`src/logic/tcdm_pkg.sv`:
```
`default_nettype none

package tcdm_pkg;

    // Bus widths
    localparam int unsigned ADDR_W    = 8;
    localparam int unsigned DATA_W    = 32;
    localparam int unsigned META_ID_W = 4;

    // Word count of the bank
    localparam int unsigned MEM_WORDS = 2 ** ADDR_W;

    // Holds either a master's own ID or a remapped slot number
    typedef logic [META_ID_W-1:0] meta_id_t;

    typedef struct packed {
        logic [ADDR_W-1:0] addr;
        logic              write;
        logic [DATA_W-1:0] wdata;
        meta_id_t          id;
    } tcdm_req_t;

    // Write responses carry zero read data
    typedef struct packed {
        logic [DATA_W-1:0] rdata;
        logic              write;
        meta_id_t          id;
    } tcdm_resp_t;

endpackage

`default_nettype wire

```
`src/logic/remap_pkg.sv`:
```
`default_nettype none

package remap_pkg;

    // Core-side masters sharing the bank
    localparam int unsigned NUM_MASTERS  = 4;
    localparam int unsigned MASTER_IDX_W = 2;

    // Outstanding transactions tracked by the remapper
    localparam int unsigned SLOT_DEPTH   = 4;
    localparam int unsigned SLOT_W       = 2;

    // Slot number sent to the bank in place of the master ID
    typedef logic [SLOT_W-1:0] slot_id_t;

    // Index of the master that owns a slot
    typedef logic [MASTER_IDX_W-1:0] master_idx_t;

endpackage

`default_nettype wire

```
`src/logic/tcdm_rr_arbiter.sv`:
```
`default_nettype none
`timescale 1ns/100ps

module tcdm_rr_arbiter import tcdm_pkg::*, remap_pkg::*; (
    input  wire logic                         clk_i,
    input  wire logic                         rst_n_i,
    input  wire tcdm_req_t [NUM_MASTERS-1:0]  req_i,
    input  wire logic      [NUM_MASTERS-1:0]  req_valid_i,
    output logic           [NUM_MASTERS-1:0]  req_ready_o,
    output tcdm_req_t                         req_o,
    output logic                              req_valid_o,
    input  wire logic                         gnt_i,
    output master_idx_t                       idx_o
);

    // Search start one past the last winner
    master_idx_t ptr_q;
    logic        lock_q;
    master_idx_t lock_idx_q;
    master_idx_t sel_idx;

    ////////////////////////////////////////////////////////////////////////////
    // Selection
    ////////////////////////////////////////////////////////////////////////////

    always_comb begin
        logic        found;
        master_idx_t cand;
        found   = 1'b0;
        sel_idx = ptr_q;
        for (int k = 0; k < NUM_MASTERS; k++) begin
            cand = ptr_q + master_idx_t'(k);
            if (!found && req_valid_i[cand]) begin
                found   = 1'b1;
                sel_idx = cand;
            end
        end
        // A waiting winner keeps the grant
        if (lock_q) begin
            sel_idx = lock_idx_q;
        end
    end

    assign idx_o       = sel_idx;
    assign req_o       = req_i[sel_idx];
    assign req_valid_o = req_valid_i[sel_idx];

    always_comb begin
        for (int i = 0; i < NUM_MASTERS; i++) begin
            req_ready_o[i] = gnt_i && req_valid_o && (sel_idx == master_idx_t'(i));
        end
    end

    ////////////////////////////////////////////////////////////////////////////
    // Pointer and lock state
    ////////////////////////////////////////////////////////////////////////////

    always_ff @(posedge clk_i or negedge rst_n_i) begin
        if (!rst_n_i) begin
            ptr_q      <= '0;
            lock_q     <= 1'b0;
            lock_idx_q <= '0;
        end else begin
            lock_q     <= req_valid_o && !gnt_i;
            lock_idx_q <= sel_idx;
            if (req_valid_o && gnt_i) begin
                ptr_q <= sel_idx + master_idx_t'(1);
            end
        end
    end

    // Held request keeps winner and payload until granted
    a_lock_stable: assert property (@(posedge clk_i) disable iff (!rst_n_i)
        req_valid_o && !gnt_i |=> req_valid_o && $stable(req_o) && $stable(idx_o));

endmodule

`default_nettype wire

```
`src/logic/tcdm_slot_table.sv`:
```
`default_nettype none
`timescale 1ns/100ps

module tcdm_slot_table import tcdm_pkg::*, remap_pkg::*; (
    input  wire logic        clk_i,
    input  wire logic        rst_n_i,
    // Allocation on a bank request transfer
    input  wire logic        take_i,
    input  wire meta_id_t    take_id_i,
    input  wire master_idx_t take_master_i,
    // Release on a response transfer
    input  wire logic        free_i,
    input  wire slot_id_t    free_slot_i,
    output slot_id_t         free_slot_o,
    output logic             full_o,
    output meta_id_t         orig_id_o,
    output master_idx_t      owner_o
);

    logic        [SLOT_DEPTH-1:0] valid_q;
    meta_id_t    [SLOT_DEPTH-1:0] orig_q;
    master_idx_t [SLOT_DEPTH-1:0] owner_q;

    // Lowest free slot, scanned from the top so the lowest index wins
    always_comb begin
        free_slot_o = '0;
        for (int s = SLOT_DEPTH - 1; s >= 0; s--) begin
            if (!valid_q[s]) begin
                free_slot_o = slot_id_t'(s);
            end
        end
    end

    assign full_o    = &valid_q;
    assign orig_id_o = orig_q[free_slot_i];
    assign owner_o   = owner_q[free_slot_i];

    always_ff @(posedge clk_i or negedge rst_n_i) begin
        if (!rst_n_i) begin
            valid_q <= '0;
        end else begin
            if (free_i) begin
                valid_q[free_slot_i] <= 1'b0;
            end
            // Taking after freeing leaves a reused slot taken
            if (take_i) begin
                valid_q[free_slot_o] <= 1'b1;
            end
        end
    end

    always_ff @(posedge clk_i) begin
        if (take_i) begin
            orig_q[free_slot_o]  <= take_id_i;
            owner_q[free_slot_o] <= take_master_i;
        end
    end

    // A response must come back on a slot that is outstanding
    a_free_valid: assert property (@(posedge clk_i) disable iff (!rst_n_i)
        free_i |-> valid_q[free_slot_i]);

endmodule

`default_nettype wire

```
`src/logic/tcdm_id_remapper.sv`:
```
`default_nettype none
`timescale 1ns/100ps

module tcdm_id_remapper import tcdm_pkg::*, remap_pkg::*; (
    input  wire logic                         clk_i,
    input  wire logic                         rst_n_i,
    // Master side
    input  wire tcdm_req_t  [NUM_MASTERS-1:0] req_i,
    input  wire logic       [NUM_MASTERS-1:0] req_valid_i,
    output logic            [NUM_MASTERS-1:0] req_ready_o,
    output tcdm_resp_t      [NUM_MASTERS-1:0] resp_o,
    output logic            [NUM_MASTERS-1:0] resp_valid_o,
    input  wire logic       [NUM_MASTERS-1:0] resp_ready_i,
    // Bank side
    output tcdm_req_t                         bank_req_o,
    output logic                              bank_req_valid_o,
    input  wire logic                         bank_req_ready_i,
    input  wire tcdm_resp_t                   bank_resp_i,
    input  wire logic                         bank_resp_valid_i,
    output logic                              bank_resp_ready_o
);

    tcdm_req_t   arb_req;
    logic        arb_valid;
    logic        arb_gnt;
    master_idx_t arb_idx;

    slot_id_t    next_slot;
    logic        slots_full;
    meta_id_t    orig_id;
    master_idx_t owner;
    slot_id_t    resp_slot;

    ////////////////////////////////////////////////////////////////////////////
    // Request path
    ////////////////////////////////////////////////////////////////////////////

    tcdm_rr_arbiter i_arbiter (
        .clk_i       (clk_i),
        .rst_n_i     (rst_n_i),
        .req_i       (req_i),
        .req_valid_i (req_valid_i),
        .req_ready_o (req_ready_o),
        .req_o       (arb_req),
        .req_valid_o (arb_valid),
        .gnt_i       (arb_gnt),
        .idx_o       (arb_idx)
    );

    // Nothing leaves without a free slot
    assign arb_gnt          = bank_req_ready_i && !slots_full;
    assign bank_req_valid_o = arb_valid && !slots_full;

    always_comb begin
        bank_req_o    = arb_req;
        bank_req_o.id = meta_id_t'(next_slot);
    end

    tcdm_slot_table i_slot_table (
        .clk_i         (clk_i),
        .rst_n_i       (rst_n_i),
        .take_i        (bank_req_valid_o && bank_req_ready_i),
        .take_id_i     (arb_req.id),
        .take_master_i (arb_idx),
        .free_i        (bank_resp_valid_i && bank_resp_ready_o),
        .free_slot_i   (resp_slot),
        .free_slot_o   (next_slot),
        .full_o        (slots_full),
        .orig_id_o     (orig_id),
        .owner_o       (owner)
    );

    ////////////////////////////////////////////////////////////////////////////
    // Response path
    ////////////////////////////////////////////////////////////////////////////

    assign resp_slot         = slot_id_t'(bank_resp_i.id);
    assign bank_resp_ready_o = resp_ready_i[owner];

    // Every master sees the payload, only the owner sees valid
    always_comb begin
        for (int i = 0; i < NUM_MASTERS; i++) begin
            resp_o[i]       = bank_resp_i;
            resp_o[i].id    = orig_id;
            resp_valid_o[i] = bank_resp_valid_i && (owner == master_idx_t'(i));
        end
    end

endmodule

`default_nettype wire

```
`config.mk`:
```
export PLATFORM = sky130hd
export DESIGN_NAME = tcdm_id_remapper
export DESIGN_NICKNAME = d
export VERILOG_FILES = /design/src/logic/tcdm_pkg.sv /design/src/logic/remap_pkg.sv /design/src/logic/tcdm_rr_arbiter.sv /design/src/logic/tcdm_slot_table.sv /design/src/logic/tcdm_id_remapper.sv
export SDC_FILE = /design/constraint.sdc
export NUM_CORES = 1
export LEC_CHECK = 0
export BUFFER_PORTS_ARGS = -buffer_cell sky130_fd_sc_hd__buf_4
export CAP_MARGIN = 20
export CORE_AREA = 2 2 169 171
export DETAILED_ROUTE_END_ITERATION = 8
export DIE_AREA = 0 0 171 173
export PLACE_DENSITY = 0.52
export SLEW_MARGIN = 20
export SYNTH_ARGS = -nofsm -noshare
export SYNTH_HDL_FRONTEND = slang
export SYNTH_HIERARCHICAL = 1
export SYNTH_SLANG_ARGS = --single-unit
export TNS_END_PERCENT = 20
```
`constraint.sdc`:
```
create_clock -name clk_i -period 3.37 [get_ports clk_i]
set_input_delay 1.011 -clock clk_i [delete_from_list [all_inputs] [get_ports clk_i]]
set_output_delay 1.011 -clock clk_i [all_outputs]
set_load 0.01 [all_outputs]
```
==> flow_metrics.tcl <==
set metrics [dict create \
    holdCritStartpoint "i_slot_table/valid_q[3]" \
    timing.final.hold_violations 0 \
    cts-htree-levels 2 \
    synth_flop_cell "sky130_fd_sc_hd__edfxtp_1" \
    antenna_violating_nets_post_route 0 \
    clock_sink_count 33 \
    final_min_period_over_clock_period 1.081 \
    critical_path_slowest_stage_cell "sky130_fd_sc_hd__o31ai_4" \
    grt_max_degree 30 \
    maxcap_viol_count 0 \
    grt_antenna_before_repair 3 \
    fin_worst_hold_slack_ns 0.5412 \
    worstPathRequired_ns 2.36 \
    synth_common_cells "147 x sky130_fd_sc_hd__buf_4, 135 x sky130_fd_sc_hd__mux2i_1, 24 x sky130_fd_sc_hd__edfxtp_1, 11 x sky130_fd_sc_hd__nand2_1" \
    count_of_endpoints_failing_setup_in_the_final_report 44 \
    grt_first_pass_wirelength_um 23930 \
    final_net_count 814 \
    timing.critical_path.cells "buf_8, nor2b_4, buf_4, o31ai_4, nor2_2, nor2_4, buf_6, buf_12, mux2i_2, buf_4" \
    detail_route.drc_violations 0 \
    seq_area_frac_synth 0.2214 \
    crit_path_max_fanout 8 \
    cellLeakagePower_nw 3.044 \
    period_minus_slack_ns 3.642 \
    floorplan.die.height_um 173 \
    route.final.wire_length_um 17100 \
    synth_top_area_cell "sky130_fd_sc_hd__mux2i_1" \
    reg2regPathDepth 8 \
    n_fill_cell 3071 \
    summed_instance_area_of_the_synthesized_netlist_mm2 0.004273 \
    yosysMostFrequentCell "sky130_fd_sc_hd__buf_4" \
    max_freq_mhz 274.6 \
    netlist-cell-type-count 43 \
    root_buffer "sky130_fd_sc_hd__clkbuf_16" \
    worstReg2RegStart "i_arbiter/ptr_q[1]" \
    status "finished with violations" \
    worstSetupStartpointType "input pin" \
    tritoncts "done" \
    largest_voltage_drop_on_the_vdd_net_v 0.0003292 \
    violations "negative setup slack" \
    synthesis.yosys.warnings 6 \
    critical-path-top-cell-by-count "sky130_fd_sc_hd__buf_4" \
    path_class "input pin to output pin" \
    route.detailed.wl_per_inst_um 17.71 \
    arrival_ns 2.63 \
    postSynth.asyncResetShare 0.2727 \
    gp_congestion 0.7373 \
    drt_pass1_iterations 4 \
    io_buffers 262 \
    regToRegEndpoint "i_slot_table/orig_q[1]" \
    drt-initial-drc-count 46 \
    die_x_um 171 \
    ports_placed_on_the_boundary 432 \
    global_route_usage_sum 0.1102 \
    drive_above_1_share 0.6399 \
    min_path_type "register to register" \
    clk_pin_slew_worst_paths_ns 0.05 \
    worstSkewPairLatency_ns 0.28 \
    cp-startpoint "req_valid_i[0]" \
    drt-vias-per-instance 3.597 \
    regToRegSetupSlack_ns 1.05 \
    num_rows 61 \
    synth_edf_count 24 \
    place_hpwl_um 13790 \
    first_global_vias 3816 \
    design.core.area_mm2 0.02763 \
    power.total_mw 5.907 \
    synth_top_area_frac 0.3163 \
    number_of_buffers_added_by_the_clock_tree_synthesis_step 5 \
    worstSetupEndpoint "bank_req_o[4]" \
    cell_area_power_density_mw_per_mm2 916.3 \
    clock_path_buffers 2 \
    synthToLayoutAreaGrowth_pct 50.86 \
    worst_clock_skew_ns 0.002715 \
    cts.hold.buffers_added 0 \
    endpoint_kind "output pin" \
    synth_top_cells_by_area "sky130_fd_sc_hd__mux2i_1 32%, sky130_fd_sc_hd__buf_4 26%, sky130_fd_sc_hd__edfxtp_1 17%, sky130_fd_sc_hd__dfrtp_1 5.3%, sky130_fd_sc_hd__mux4_2 4.2%" \
    final_max_slew_viol_count 0 \
    postSynthRegisterBits 33 \
    initial_utilization 0.1547 \
    routed_vias 3475 \
    design.die.area_mm2 0.02958 \
    final.setup.worst_slack_ns -0.2716 \
    worst_path_largest_cell_delay_ns 0.25 \
    postSynthAreaPerCell_um2 10.27 \
    rsz0062_at_grt "yes" \
    post_synth_inst_count 416 \
    gr-total-overflow 0 \
]
-- cells by family (layout without fill, tap and decap cells) --
kind of cell    Yosys count  count (layout)  synth area share
buf+inv                 169             338            0.3186
mux                     143             143            0.3584
simple gates             46              46           0.06091
flops                    33              33            0.2214
compound gates           22              22           0.03573
xor+xnor                  2               2          0.004100
other cells               1               4         0.0008776
-- routing by layer --
metal,part of all wire,track usage,wire (µm)
met1,0.32,0.1082,5542
met3,0.10,0.03937,1767
met4,0.051,0.06427,879
met5,0.00070,0,12
met2,0.52,0.1977,8901
-- placed cells by master, fill, tap and decap left out, drive strengths merged, types with 2 or more instances in the layout --
cell type  synthesis  layout
buf              160     323
mux2i            135     135
edfxtp            24      24
nand2             11      11
nor2              11      11
dfrtp              9       9
mux4               8       8
clkbuf             4       8
a21oi              8       8
o21ai              7       7
nor2b              6       6
inv                5       5
nand3              3       3
diode              0       2
and2               2       2
nor3b              2       2
conb               1       2
nand3b             2       2
xnor2              2       2
nand2b             2       2
-- critical path: cells and delay by family --
kind,cells,cell delay (ns)
buffers and inverters,5,0.70
multiplexers,1,0.24
AND/OR/NAND/NOR,3,0.42
AO/OA/AOI/OAI,1,0.25
-- state kept, by name (all words and copies together), names as in the netlist --
| signal | count |
|---|---|
| i_slot_table/valid_q | 4 |
| i_slot_table/orig_q | 16 |
| i_slot_table/owner_q | 8 |
| i_arbiter/lock_q | 1 |
| i_arbiter/lock_idx_q | 2 |
| i_arbiter/ptr_q | 2 |
-- power breakdown --
group | switching, mW | leakage [nW] | internal [mW]
Clock | 0.155 | 0.0785 | 0.346
Sequential | 0.109 | 0.320 | 0.639
Combinational | 2.03 | 2.65 | 2.62
-- through the flow --
| step | setup slack [ns] | utilization | cell area, µm² | std cells | setup TNS, ns |
|---|---|---|---|---|---|
| finish | -0.2716 | 0.2333 | 6446 | 966 | -9.133 |
| global route | -0.3555 | 0.2332 | 6444 | 965 | -13.73 |
| CTS | -0.2836 | 0.2277 | 6292 | 957 | -10.75 |
| detailed placement | -0.4184 | 0.2094 | 5784 | 941 | -12.72 |
| global placement | -0.4105 | 0.2094 | 5784 | 941 | -13.00 |
| floorplan | 0.07268 | - | 4277 | 417 | 0 |
-- worst min path at each step --
stage                              endpoint  depth (start not counted)  slack, ns
finish              i_slot_table/valid_q[3]                          1       0.54
global route             i_arbiter/ptr_q[0]                          1       0.56
CTS                 i_slot_table/valid_q[3]                          1       0.54
detailed placement  i_slot_table/valid_q[3]                          1       0.52
global placement    i_slot_table/valid_q[3]                          1       0.52
floorplan           i_slot_table/valid_q[3]                          1       0.49
-- area by class of cell --
cell class	count	area, µm²	share of cell area
clock inverters	2	33.78	0.005241
multi-input cells	215	2130	0.3304
inverters	5	18.77	0.002911
clock buffers	6	128.9	0.01999
flip-flops and latches	33	945.9	0.1467
diodes	2	5.005	0.0007764
well taps	378	473.0	0.07337
repair buffers	325	2711	0.4206
-- repair_timing --
item                                   4_1_cts  5_1_grt
setup buffers                                5        8
gates cloned                                 4        2
setup endpoints to repair                   45       47
pin swaps                                    5        6
resized for setup                           46       25
endpoints found under the hold margin        0        0
Power figures use the tool's default switching activity.
